**src/design/isaPkg.sv**
```systemverilog
//----------------------------------------------------------
// Instruction encoding: opcodes, funct3 codes,
// immediate formats and ALU operation codes
//----------------------------------------------------------
package isaPkg;

    // Major opcodes, instruction bits [6:0]
    localparam logic [6:0] opBranch = 7'b1100011;
    localparam logic [6:0] opJal    = 7'b1101111;
    localparam logic [6:0] opJalr   = 7'b1100111;
    localparam logic [6:0] opLui    = 7'b0110111;
    localparam logic [6:0] opOpImm  = 7'b0010011;
    localparam logic [6:0] opOp     = 7'b0110011;

    // funct3 codes for branches
    localparam logic [2:0] f3Beq = 3'b000;
    localparam logic [2:0] f3Bne = 3'b001;

    // funct3 codes for register and immediate arithmetic
    localparam logic [2:0] f3AddSub = 3'b000;
    localparam logic [2:0] f3Slt    = 3'b010;
    localparam logic [2:0] f3Or     = 3'b110;
    localparam logic [2:0] f3And    = 3'b111;

    // Immediate formats for the extend logic in decode
    typedef enum logic [2:0] {
        immI = 3'b000,
        immS = 3'b001,
        immB = 3'b010,
        immJ = 3'b011,
        immU = 3'b100
    } immSrcT;

    // ALU operations
    typedef enum logic [2:0] {
        aluAdd = 3'b000,
        aluSub = 3'b001,
        aluAnd = 3'b010,
        aluOr  = 3'b011,
        aluSlt = 3'b101
    } aluOpT;

endpackage

```
**src/design/datapathPkg.sv**
```systemverilog
//----------------------------------------------------------
// Datapath widths, select encodings and the packed
// bundles that travel between the pipeline stages
//----------------------------------------------------------
package datapathPkg;

    localparam int xlen        = 32;
    localparam int regAddrBits = 5;

    typedef logic [xlen-1:0]        wordT;
    typedef logic [regAddrBits-1:0] regAddrT;

    // Operand source in execute
    typedef enum logic [1:0] {
        forwardEx  = 2'b00,
        forwardWb  = 2'b01,
        forwardMem = 2'b10
    } forwardSelT;

    // ALU B input source
    typedef enum logic {
        srcBReg = 1'b0,
        srcBImm = 1'b1
    } aluSrcT;

    // Result source in memory and writeback
    typedef enum logic [1:0] {
        resultAlu     = 2'b00,
        resultMem     = 2'b01,
        resultPcPlus4 = 2'b10,
        resultImm     = 2'b11
    } resultSelT;

    typedef struct packed {
        logic stallF;
        logic stallD;
        logic flushD;
        logic flushE;
    } hazardCtrlT;

    typedef struct packed {
        isaPkg::immSrcT immSrc;
        aluSrcT         aluSrc;
        isaPkg::aluOpT  aluControl;
        forwardSelT     forwardA;
        forwardSelT     forwardB;
    } execCtrlT;

    typedef struct packed {
        resultSelT resultSrcM;
        resultSelT resultSrcW;
        logic      regWriteW;
    } resultCtrlT;

    typedef struct packed {
        logic [6:0] op;
        logic [2:0] funct3;
        logic       funct7b5;
        regAddrT    rs1;
        regAddrT    rs2;
        regAddrT    rd;
    } decodeInfoT;

    typedef struct packed {
        regAddrT rs1E;
        regAddrT rs2E;
        regAddrT rdE;
        logic    zeroE;
    } execInfoT;

    typedef struct packed {
        wordT    aluResultM;
        wordT    writeDataM;
        regAddrT rdM;
    } memAccessT;

    typedef struct packed {
        wordT    resultW;
        regAddrT rdW;
        logic    regWriteW;
    } writebackT;

    typedef struct packed {
        wordT    rd1;
        wordT    rd2;
        wordT    pc;
        wordT    pcPlus4;
        wordT    extImm;
        regAddrT rs1;
        regAddrT rs2;
        regAddrT rd;
    } decodeToExecT;

    typedef struct packed {
        wordT    aluResult;
        wordT    writeData;
        wordT    pcPlus4;
        wordT    extImm;
        regAddrT rd;
    } execToMemT;

endpackage

```
**src/design/regFile.sv**
```systemverilog
//----------------------------------------------------------
// Register file, 32 x 32 bits, two read ports, one write
//----------------------------------------------------------
`timescale 1ns/1ps

module regFile (
    input  logic                   clk,
    input  datapathPkg::regAddrT   readAddr1_i,
    input  datapathPkg::regAddrT   readAddr2_i,
    output datapathPkg::wordT      readData1_o,
    output datapathPkg::wordT      readData2_o,
    input  datapathPkg::writebackT writeback_i
);
    import datapathPkg::*;

    // x0 has no storage
    wordT regs [1:31];

    logic writeEn;

    assign writeEn = writeback_i.regWriteW && (writeback_i.rdW != '0);

    always_ff @(posedge clk) begin
        if (writeEn) begin
            regs[writeback_i.rdW] <= writeback_i.resultW;
        end
    end

    // Reads see a write to the same register in the same cycle
    always_comb begin
        if (readAddr1_i == '0) begin
            readData1_o = '0;
        end else if (writeEn && (writeback_i.rdW == readAddr1_i)) begin
            readData1_o = writeback_i.resultW;
        end else begin
            readData1_o = regs[readAddr1_i];
        end
    end

    always_comb begin
        if (readAddr2_i == '0) begin
            readData2_o = '0;
        end else if (writeEn && (writeback_i.rdW == readAddr2_i)) begin
            readData2_o = writeback_i.resultW;
        end else begin
            readData2_o = regs[readAddr2_i];
        end
    end

endmodule

```
**src/design/aluUnit.sv**
```systemverilog
//----------------------------------------------------------
// Integer ALU with result and zero flag
//----------------------------------------------------------
`timescale 1ns/1ps

module aluUnit (
    input  datapathPkg::wordT srcA_i,
    input  datapathPkg::wordT srcB_i,
    input  isaPkg::aluOpT     aluControl_i,
    output datapathPkg::wordT result_o,
    output logic              zero_o
);
    import isaPkg::*;
    import datapathPkg::*;

    logic lessThan;

    // Signed compare for slt
    assign lessThan = $signed(srcA_i) < $signed(srcB_i);

    always_comb begin
        case (aluControl_i)
            aluAdd: begin
                result_o = srcA_i + srcB_i;
            end
            aluSub: begin
                result_o = srcA_i - srcB_i;
            end
            aluAnd: begin
                result_o = srcA_i & srcB_i;
            end
            aluOr: begin
                result_o = srcA_i | srcB_i;
            end
            aluSlt: begin
                result_o = wordT'(lessThan);
            end
            default: begin
                result_o = '0;
            end
        endcase
    end

    assign zero_o = (result_o == '0);

endmodule

```
**src/design/fetchDecode.sv**
```systemverilog
//----------------------------------------------------------
// Fetch PC with next-PC select, decode register,
// instruction field split and immediate extension
//----------------------------------------------------------
`timescale 1ns/1ps

module fetchDecode #(
    parameter datapathPkg::wordT pcStart = '0
) (
    input  logic                      clk,
    input  logic                      reset,
    input  datapathPkg::wordT         instrF_i,
    input  logic                      pcSrcE_i,
    input  datapathPkg::wordT         pcTargetE_i,
    input  datapathPkg::hazardCtrlT   hazard_i,
    input  isaPkg::immSrcT            immSrc_i,
    input  datapathPkg::wordT         readData1_i,
    input  datapathPkg::wordT         readData2_i,
    output datapathPkg::wordT         pcF_o,
    output datapathPkg::decodeInfoT   decodeInfo_o,
    output datapathPkg::decodeToExecT decodeToExec_o
);
    import isaPkg::*;
    import datapathPkg::*;

    wordT pcPlus4F;
    wordT pcNextF;
    wordT instrD;
    wordT pcD;
    wordT pcPlus4D;
    wordT extImmD;

    assign pcPlus4F = pcF_o + wordT'(4);
    // Taken branch or jump from execute wins over sequential fetch
    assign pcNextF  = pcSrcE_i ? pcTargetE_i : pcPlus4F;

    always_ff @(posedge clk) begin
        if (reset) begin
            pcF_o <= pcStart;
        end else if (!hazard_i.stallF) begin
            pcF_o <= pcNextF;
        end
    end

    always_ff @(posedge clk) begin
        if (reset || hazard_i.flushD) begin
            instrD   <= '0;
            pcD      <= '0;
            pcPlus4D <= '0;
        end else if (!hazard_i.stallD) begin
            instrD   <= instrF_i;
            pcD      <= pcF_o;
            pcPlus4D <= pcPlus4F;
        end
    end

    // Sign-extended immediate in the format chosen by control
    always_comb begin
        case (immSrc_i)
            immI:    extImmD = {{20{instrD[31]}}, instrD[31:20]};
            immS:    extImmD = {{20{instrD[31]}}, instrD[31:25], instrD[11:7]};
            immB:    extImmD = {{20{instrD[31]}}, instrD[7], instrD[30:25],
                                instrD[11:8], 1'b0};
            immJ:    extImmD = {{12{instrD[31]}}, instrD[19:12], instrD[20],
                                instrD[30:21], 1'b0};
            immU:    extImmD = {instrD[31:12], 12'b0};
            default: extImmD = '0;
        endcase
    end

    assign decodeInfo_o.op       = instrD[6:0];
    assign decodeInfo_o.funct3   = instrD[14:12];
    assign decodeInfo_o.funct7b5 = instrD[30];
    assign decodeInfo_o.rs1      = instrD[19:15];
    assign decodeInfo_o.rs2      = instrD[24:20];
    assign decodeInfo_o.rd       = instrD[11:7];

    assign decodeToExec_o.rd1     = readData1_i;
    assign decodeToExec_o.rd2     = readData2_i;
    assign decodeToExec_o.pc      = pcD;
    assign decodeToExec_o.pcPlus4 = pcPlus4D;
    assign decodeToExec_o.extImm  = extImmD;
    assign decodeToExec_o.rs1     = instrD[19:15];
    assign decodeToExec_o.rs2     = instrD[24:20];
    assign decodeToExec_o.rd      = instrD[11:7];

endmodule

```
**src/design/executeStage.sv**
```systemverilog
//----------------------------------------------------------
// Execute register, operand forwarding, ALU source select,
// ALU and branch-target adder
//----------------------------------------------------------
`timescale 1ns/1ps

module executeStage (
    input  logic                      clk,
    input  logic                      reset,
    input  logic                      flushE_i,
    input  datapathPkg::execCtrlT     execCtrl_i,
    input  datapathPkg::decodeToExecT decodeToExec_i,
    input  datapathPkg::wordT         forwardMem_i,
    input  datapathPkg::writebackT    writeback_i,
    output datapathPkg::execInfoT     execInfo_o,
    output datapathPkg::wordT         pcTargetE_o,
    output datapathPkg::execToMemT    execToMem_o
);
    import datapathPkg::*;

    decodeToExecT bundleE;
    wordT         srcAE;
    wordT         writeDataE;
    wordT         srcBE;
    wordT         aluResultE;
    logic         zeroE;

    // No stall here, only flush
    always_ff @(posedge clk) begin
        if (reset || flushE_i) begin
            bundleE <= '0;
        end else begin
            bundleE <= decodeToExec_i;
        end
    end

    always_comb begin
        case (execCtrl_i.forwardA)
            forwardMem: srcAE = forwardMem_i;
            forwardWb:  srcAE = writeback_i.resultW;
            forwardEx:  srcAE = bundleE.rd1;
            default:    srcAE = '0;
        endcase
    end

    // Forwarded B value is also the store data
    always_comb begin
        case (execCtrl_i.forwardB)
            forwardMem: writeDataE = forwardMem_i;
            forwardWb:  writeDataE = writeback_i.resultW;
            forwardEx:  writeDataE = bundleE.rd2;
            default:    writeDataE = '0;
        endcase
    end

    assign srcBE = (execCtrl_i.aluSrc == srcBImm) ? bundleE.extImm : writeDataE;

    aluUnit alu (
        .srcA_i       (srcAE),
        .srcB_i       (srcBE),
        .aluControl_i (execCtrl_i.aluControl),
        .result_o     (aluResultE),
        .zero_o       (zeroE)
    );

    // Branch and jal target
    assign pcTargetE_o = bundleE.pc + bundleE.extImm;

    assign execInfo_o.rs1E  = bundleE.rs1;
    assign execInfo_o.rs2E  = bundleE.rs2;
    assign execInfo_o.rdE   = bundleE.rd;
    assign execInfo_o.zeroE = zeroE;

    assign execToMem_o.aluResult = aluResultE;
    assign execToMem_o.writeData = writeDataE;
    assign execToMem_o.pcPlus4   = bundleE.pcPlus4;
    assign execToMem_o.extImm    = bundleE.extImm;
    assign execToMem_o.rd        = bundleE.rd;

endmodule

```
**src/design/resultStage.sv**
```systemverilog
//----------------------------------------------------------
// Memory and writeback registers with result selects
//----------------------------------------------------------
`timescale 1ns/1ps

module resultStage (
    input  logic                    clk,
    input  logic                    reset,
    input  datapathPkg::resultCtrlT resultCtrl_i,
    input  datapathPkg::execToMemT  execToMem_i,
    input  datapathPkg::wordT       readDataM_i,
    output datapathPkg::wordT       forwardMem_o,
    output datapathPkg::memAccessT  memAccess_o,
    output datapathPkg::writebackT  writeback_o
);
    import datapathPkg::*;

    execToMemT memM;
    wordT      aluResultW;
    wordT      readDataW;
    wordT      pcPlus4W;
    wordT      extImmW;
    regAddrT   rdW;

    always_ff @(posedge clk) begin
        if (reset) begin
            memM <= '0;
        end else begin
            memM <= execToMem_i;
        end
    end

    always_ff @(posedge clk) begin
        if (reset) begin
            aluResultW <= '0;
            readDataW  <= '0;
            pcPlus4W   <= '0;
            extImmW    <= '0;
            rdW        <= '0;
        end else begin
            aluResultW <= memM.aluResult;
            readDataW  <= readDataM_i;
            pcPlus4W   <= memM.pcPlus4;
            extImmW    <= memM.extImm;
            rdW        <= memM.rd;
        end
    end

    // Load data is not back yet, so a load forwards nothing useful
    always_comb begin
        case (resultCtrl_i.resultSrcM)
            resultPcPlus4: forwardMem_o = memM.pcPlus4;
            resultImm:     forwardMem_o = memM.extImm;
            default:       forwardMem_o = memM.aluResult;
        endcase
    end

    always_comb begin
        case (resultCtrl_i.resultSrcW)
            resultMem:     writeback_o.resultW = readDataW;
            resultPcPlus4: writeback_o.resultW = pcPlus4W;
            resultImm:     writeback_o.resultW = extImmW;
            default:       writeback_o.resultW = aluResultW;
        endcase
    end

    assign writeback_o.rdW       = rdW;
    assign writeback_o.regWriteW = resultCtrl_i.regWriteW;

    assign memAccess_o.aluResultM = memM.aluResult;
    assign memAccess_o.writeDataM = memM.writeData;
    assign memAccess_o.rdM        = memM.rd;

endmodule

```
**src/design/pipelineDatapath.sv**
```systemverilog
//----------------------------------------------------------
// Five-stage datapath top: stages and register file
//----------------------------------------------------------
`timescale 1ns/1ps

module pipelineDatapath #(
    parameter datapathPkg::wordT pcStart = '0
) (
    input  logic                    clk,
    input  logic                    reset,
    input  datapathPkg::wordT       instrF_i,
    input  logic                    pcSrcE_i,
    input  datapathPkg::hazardCtrlT hazard_i,
    input  datapathPkg::execCtrlT   execCtrl_i,
    input  datapathPkg::resultCtrlT resultCtrl_i,
    input  datapathPkg::wordT       readDataM_i,
    output datapathPkg::wordT       pcF_o,
    output datapathPkg::decodeInfoT decodeInfo_o,
    output datapathPkg::execInfoT   execInfo_o,
    output datapathPkg::memAccessT  memAccess_o,
    output datapathPkg::writebackT  writeback_o
);
    import datapathPkg::*;

    decodeToExecT decodeToExec;
    execToMemT    execToMem;
    wordT         pcTargetE;
    wordT         forwardMem;
    wordT         readData1;
    wordT         readData2;

    // immSrc belongs to the instruction in decode
    fetchDecode #(
        .pcStart (pcStart)
    ) fetchDecodeInst (
        .clk            (clk),
        .reset          (reset),
        .instrF_i       (instrF_i),
        .pcSrcE_i       (pcSrcE_i),
        .pcTargetE_i    (pcTargetE),
        .hazard_i       (hazard_i),
        .immSrc_i       (execCtrl_i.immSrc),
        .readData1_i    (readData1),
        .readData2_i    (readData2),
        .pcF_o          (pcF_o),
        .decodeInfo_o   (decodeInfo_o),
        .decodeToExec_o (decodeToExec)
    );

    regFile regFileInst (
        .clk         (clk),
        .readAddr1_i (decodeInfo_o.rs1),
        .readAddr2_i (decodeInfo_o.rs2),
        .readData1_o (readData1),
        .readData2_o (readData2),
        .writeback_i (writeback_o)
    );

    executeStage executeInst (
        .clk            (clk),
        .reset          (reset),
        .flushE_i       (hazard_i.flushE),
        .execCtrl_i     (execCtrl_i),
        .decodeToExec_i (decodeToExec),
        .forwardMem_i   (forwardMem),
        .writeback_i    (writeback_o),
        .execInfo_o     (execInfo_o),
        .pcTargetE_o    (pcTargetE),
        .execToMem_o    (execToMem)
    );

    resultStage resultInst (
        .clk          (clk),
        .reset        (reset),
        .resultCtrl_i (resultCtrl_i),
        .execToMem_i  (execToMem),
        .readDataM_i  (readDataM_i),
        .forwardMem_o (forwardMem),
        .memAccess_o  (memAccess_o),
        .writeback_o  (writeback_o)
    );

endmodule

```
**config.mk**
```make
export PLATFORM = sky130hd
export DESIGN_NAME = pipelineDatapath
export DESIGN_NICKNAME = d
export VERILOG_FILES = /design/src/design/isaPkg.sv /design/src/design/datapathPkg.sv /design/src/design/regFile.sv /design/src/design/aluUnit.sv /design/src/design/fetchDecode.sv /design/src/design/executeStage.sv /design/src/design/resultStage.sv /design/src/design/pipelineDatapath.sv
export SDC_FILE = /design/constraint.sdc
export NUM_CORES = 2
export LEC_CHECK = 0
export BUFFER_PORTS_ARGS = -buffer_cell sky130_fd_sc_hd__buf_2
export CORE_MARGIN = 2
export CORE_UTILIZATION = 63
export DETAILED_ROUTE_END_ITERATION = 10
export PLACE_DENSITY = 0.86
export SLEW_MARGIN = 40
export SYNTH_ARGS = -nofsm -noshare
export SYNTH_HDL_FRONTEND = slang
export SYNTH_HIERARCHICAL = 1
export SYNTH_SLANG_ARGS = --single-unit
```
**constraint.sdc**
```tcl
create_clock -name clk -period 7.8 [get_ports clk]
set_input_delay 0.78 -clock clk [delete_from_list [all_inputs] [get_ports clk]]
set_output_delay 0.78 -clock clk [all_outputs]
set_load 0.01 [all_outputs]
```
==> parameters.txt <==
Parameter                              Value

CTS
  CTS H-tree depth ... 4
  Number of buffers created by CTS ... between 150 and 200
  TritonCTS clock tree ... built
  Root Driver ... sky130_fd_sc_hd__clkbuf_16
  Number of buffers added for setup after CTS ... 0
  Post-cts gate resize count ... 0
  Worst-skew pair later-pin latency ... slightly above 0.8 ns
  Clock Path Buffers ... 3
  CTS Hold Bufs ... 0
  Clock-pin slew reported for the worst setup and hold paths after clock tree synthesis ... 0.06 ns
  Clk sinks ... between 1500 and 2000

Setup path
  Setup slack, reg-to-reg ... approximately 2.5 ns
  CP Launch Point ... resultCtrl_i[1]
  Data arrival time at the worst-slack endpoint ... 6.65 ns
  Worst r2r src ... resultInst/readDataW[3]$_SDFF_PP0_
  Startpoint types ... primary input
  Register-to-Register Path Depth ... 17
  Endpoint type of the worst setup path ... output port
  Critical path endpoint ... execInfo_o[0]
  Type of the worst setup path ... in -> out
  Endpoint of the most critical register-to-register path ... resultInst/memAccess_o[65]$_SDFF_PP0_
  Required time reported for the critical path endpoint ... around 7 ns
  Highest fanout seen on the critical path ... 24

Logic synthesis
  Ranking of synthesized cells by instance count ... 992 x sky130_fd_sc_hd__edfxtp_1, 567 x sky130_fd_sc_hd__dfxtp_1, 402 x sky130_fd_sc_hd__mux2i_1
  #FFs+latches synth ... approximately 1600
  Yosys Warn Count ... 6
  Prevailing post-synth register cell ... sky130_fd_sc_hd__edfxtp_1
  Mean post-synth cell area ... 12.8 µm²
  Post-synthesis net count ... around 6200
  Cell area after technology mapping ... a little under 80000 µm²
  Cell type contributing the most total cell area after synthesis ... sky130_fd_sc_hd__edfxtp_1
  Number of library cell types mapped by synthesis ... around 110
  Cell count after synthesis ... about 6000
  Area fraction of the dominant cell type after synthesis ... 0.387
  Cells taking the most area after synthesis ... sky130_fd_sc_hd__edfxtp_1 39%, sky130_fd_sc_hd__dfxtp_1 15%, sky130_fd_sc_hd__mux4_2 11%
  Number of enable-type register cells in the synthesized netlist ... 992
  Share of flip-flops with an asynchronous set or reset after synthesis ... 0
  Share of the yosys chip area belonging to registers ... 0.534
  Most frequent cell after synthesis ... sky130_fd_sc_hd__edfxtp_1

Route
  Via Count ... ~55000
  Post-DRT Antenna Nets ... 0
  Number of search-and-repair iterations in the first detailed-routing pass ... 8
  Initial detailed-routing violation count ... approximately 9700
  Total DRC errors in the routed layout ... 0
  Average vias per placed instance ... 7.21
  WL final ... between 200 and 250 mm
  Detailed-route wire length per cell ... about 33 µm

Cells and area
  Area delta synth->final ... 8.14%
  Fraction of layout cells with a size suffix above 1 ... 0.213
  Area of all placed cells without fillers ... around 83000 µm²
  Net count of the finished layout ... around 6000

Global route
  Met3 demand-to-capacity share in global routing ... 0.125
  Vias in the first global route ... roughly 54000
  Global-route wire length before repair ... around 360 mm
  Pin count of the biggest net entering global routing ... 132
  Global-route total usage across every layer ... 0.391
  Initial antenna violation count ... 12
  Met1 demand-to-capacity share in global routing ... 0.516
  Top Usage Layer GRT ... met2
  Fraction of met2 tracks used by global routing ... 0.569
  GRT overflow ... 0

Placed design
  Cell area after placement ... just under 80000 µm²
  Final RePlAce weighted congestion ... 1.06
  HPWL after detailed placement ... 157 mm
  # port buffers ... between 200 and 300

Worst hold path
  Worst hold-check path type ... in -> reg
  Hold path cells ... 2

Floorplanning
  Number of I/O pins ... between 200 and 300
  Area enclosed by the die boundary ... about 130000 µm²
  Core box area ... between 100000 and 150000 µm²
  Horiz. Die Dim ... approximately 350 µm
  Initial Util ... 0.633
  Vert. Die Dim ... between 300 and 400 µm
  Row cnt ... approximately 130

Timing
  Final setup violation count ... 0
  Final hold violations ... 0
  Peak clock frequency supported by timing ... around 130 MHz
  Tightest Pin Transition ... approximately 0.96 ns
  RSZ-0062 raised after global routing ... false
  Setup clock skew after layout ... 0.0459 ns
  Min Tclk post-route ... approximately 7.4 ns
  Final Slew Violations ... 0
  Headroom to the max-slew limit ... 0.362
  Final period utilization ... 0.952
  Hold slack final ... 0.209 ns
  Sum of negative setup slack ... 0 ns

Power
  Standby leakage power ... 28.6 nW
  Ratio of total power to cell area ... about 220 nW/µm²
  Worst vdd ir ... 236 µV

Flow run
  Maximum Capacitance Violations ... 0

Run status
  Run status ... finished, final reports clean
## power by group
part / total, mW / switching [mW] / leakage [nW] / internal, mW
clock network: 7.67 / 3.27 / 2.55 / 4.40
registers: 8.88 / 0.0890 / 13.4 / 8.79
logic: 1.45 / 0.933 / 12.6 / 0.516
total: 18.0 / 4.29 / 28.6 / 13.7
## metal layers
metal,share of wire,vias to the layer above
met3,0.15,1107
met5,0.00023,-
li1,-,22200
met4,0.073,10
met2,0.43,4921
met1,0.34,26900
## placed cells by master, fill, tap and decap left out, types with 19 or more instances in the layout
master and instances:
sky130_fd_sc_hd__a21oi_1 234, sky130_fd_sc_hd__nor3_1 34, sky130_fd_sc_hd__edfxtp_1 992, sky130_fd_sc_hd__o21ai_1 36, sky130_fd_sc_hd__clkbuf_8 26, sky130_fd_sc_hd__nor2_1 311
sky130_fd_sc_hd__clkinv_2 19, sky130_fd_sc_hd__a22o_1 35, sky130_fd_sc_hd__buf_4 128, sky130_fd_sc_hd__buf_2 263, sky130_fd_sc_hd__o31ai_1 21, sky130_fd_sc_hd__ha_1 139
sky130_fd_sc_hd__mux4_2 383, sky130_fd_sc_hd__dfxtp_1 557, sky130_fd_sc_hd__xor2_1 25, sky130_fd_sc_hd__nand4_1 27, sky130_fd_sc_hd__nor4_1 25, sky130_fd_sc_hd__a32o_1 33
sky130_fd_sc_hd__a221oi_1 37, sky130_fd_sc_hd__nand2_1 308, sky130_fd_sc_hd__mux2_2 120, sky130_fd_sc_hd__xnor2_1 68, sky130_fd_sc_hd__clkbuf_16 161, sky130_fd_sc_hd__o211ai_1 41
sky130_fd_sc_hd__nand3_1 80, sky130_fd_sc_hd__o21ai_0 175, sky130_fd_sc_hd__nor2_4 36, sky130_fd_sc_hd__and3_1 19, sky130_fd_sc_hd__a211oi_1 156, sky130_fd_sc_hd__a2bb2oi_1 23
sky130_fd_sc_hd__a21o_1 40, sky130_fd_sc_hd__o22ai_1 85, sky130_fd_sc_hd__nor2b_1 298, sky130_fd_sc_hd__mux2i_1 402, sky130_fd_sc_hd__clkbuf_1 35, sky130_fd_sc_hd__and2_1 186
sky130_fd_sc_hd__inv_1 115
## stage by stage
stage / total power, mW / utilization / setup WS, ns / instances
final: 18.0 / 0.685 / 0.372 / 7648
after floorplan: 10.0 / - / 1.31 / 6019
after detailed placement: 10.4 / 0.640 / 0.645 / 7352
after global routing: 18.4 / 0.685 / 0.0811 / 7643
after CTS: 17.9 / 0.683 / 0.503 / 7636
after global placement: 10.4 / 0.640 / 0.609 / 7349
## cell type report
type	instances	area [µm²]
multi-input cells	3639	31600
clock buffers	222	4520
well taps	1625	2030
flip-flops and latches	1559	41200
diodes	6	15.0
inverters	119	448
fillers	7816	38300
clock inverters	62	708
repair buffers	416	2770
## critical path, stage by stage
cell,delay [ns]
sky130_fd_sc_hd__buf_2,0.28
sky130_fd_sc_hd__buf_12,0.28
sky130_fd_sc_hd__mux4_2,0.56
sky130_fd_sc_hd__mux2i_1,0.14
sky130_fd_sc_hd__o21ai_0,0.11
sky130_fd_sc_hd__mux2_2,0.31
sky130_fd_sc_hd__inv_1,0.09
sky130_fd_sc_hd__ha_1,0.30
sky130_fd_sc_hd__inv_1,0.13
sky130_fd_sc_hd__a2111oi_1,0.73
sky130_fd_sc_hd__a21oi_1,0.24
sky130_fd_sc_hd__mux2i_1,0.20
sky130_fd_sc_hd__xnor2_1,0.14
sky130_fd_sc_hd__o221ai_1,0.14
sky130_fd_sc_hd__or4_1,0.58
sky130_fd_sc_hd__nor4_1,0.44
sky130_fd_sc_hd__nor4b_2,0.41
sky130_fd_sc_hd__and4_1,0.28
sky130_fd_sc_hd__nor4bb_4,0.27
sky130_fd_sc_hd__buf_2,0.21
## flip-flops by register name, indices dropped and copies added (netlist names)
signal / flops
executeInst/bundleE: 96
executeInst/execInfo_o: 15
executeInst/execToMem_o: 64
fetchDecodeInst/instrD: 32
fetchDecodeInst/pcD: 32
fetchDecodeInst/pcF_o: 32
fetchDecodeInst/pcPlus4D: 30
regFileInst/regs: 992
resultInst/aluResultW: 32
resultInst/extImmW: 32
resultInst/memAccess_o: 69
resultInst/memM: 64
resultInst/pcPlus4W: 32
resultInst/rdW: 5
resultInst/readDataW: 32
## worst min path at each step
stage               slack [ns]                                      to                                      start
floorplan                 0.42  executeInst/execToMem_o[48]$_SDFF_PP0_  fetchDecodeInst/pcPlus4D[11]$_SDFFE_PP0N_
global placement          0.42          resultInst/memM[48]$_SDFF_PP0_     executeInst/execToMem_o[48]$_SDFF_PP0_
detailed placement        0.42          resultInst/memM[60]$_SDFF_PP0_     executeInst/execToMem_o[60]$_SDFF_PP0_
CTS                       0.17      resultInst/readDataW[3]$_SDFF_PP0_                             readDataM_i[3]
global route              0.21      resultInst/readDataW[3]$_SDFF_PP0_                             readDataM_i[3]
finish                    0.21      resultInst/readDataW[3]$_SDFF_PP0_                             readDataM_i[3]
## cells by family after synthesis
group | share of synthesized area
AND/OR/NAND/NOR | 0.0941
flip-flops | 0.534
adder cells (fa/ha/maj) | 0.0234
multiplexers | 0.183
XOR/XNOR | 0.0106
buffers and inverters | 0.0601
AO/OA/AOI/OAI | 0.0949
(Power assumes the default switching activity.)
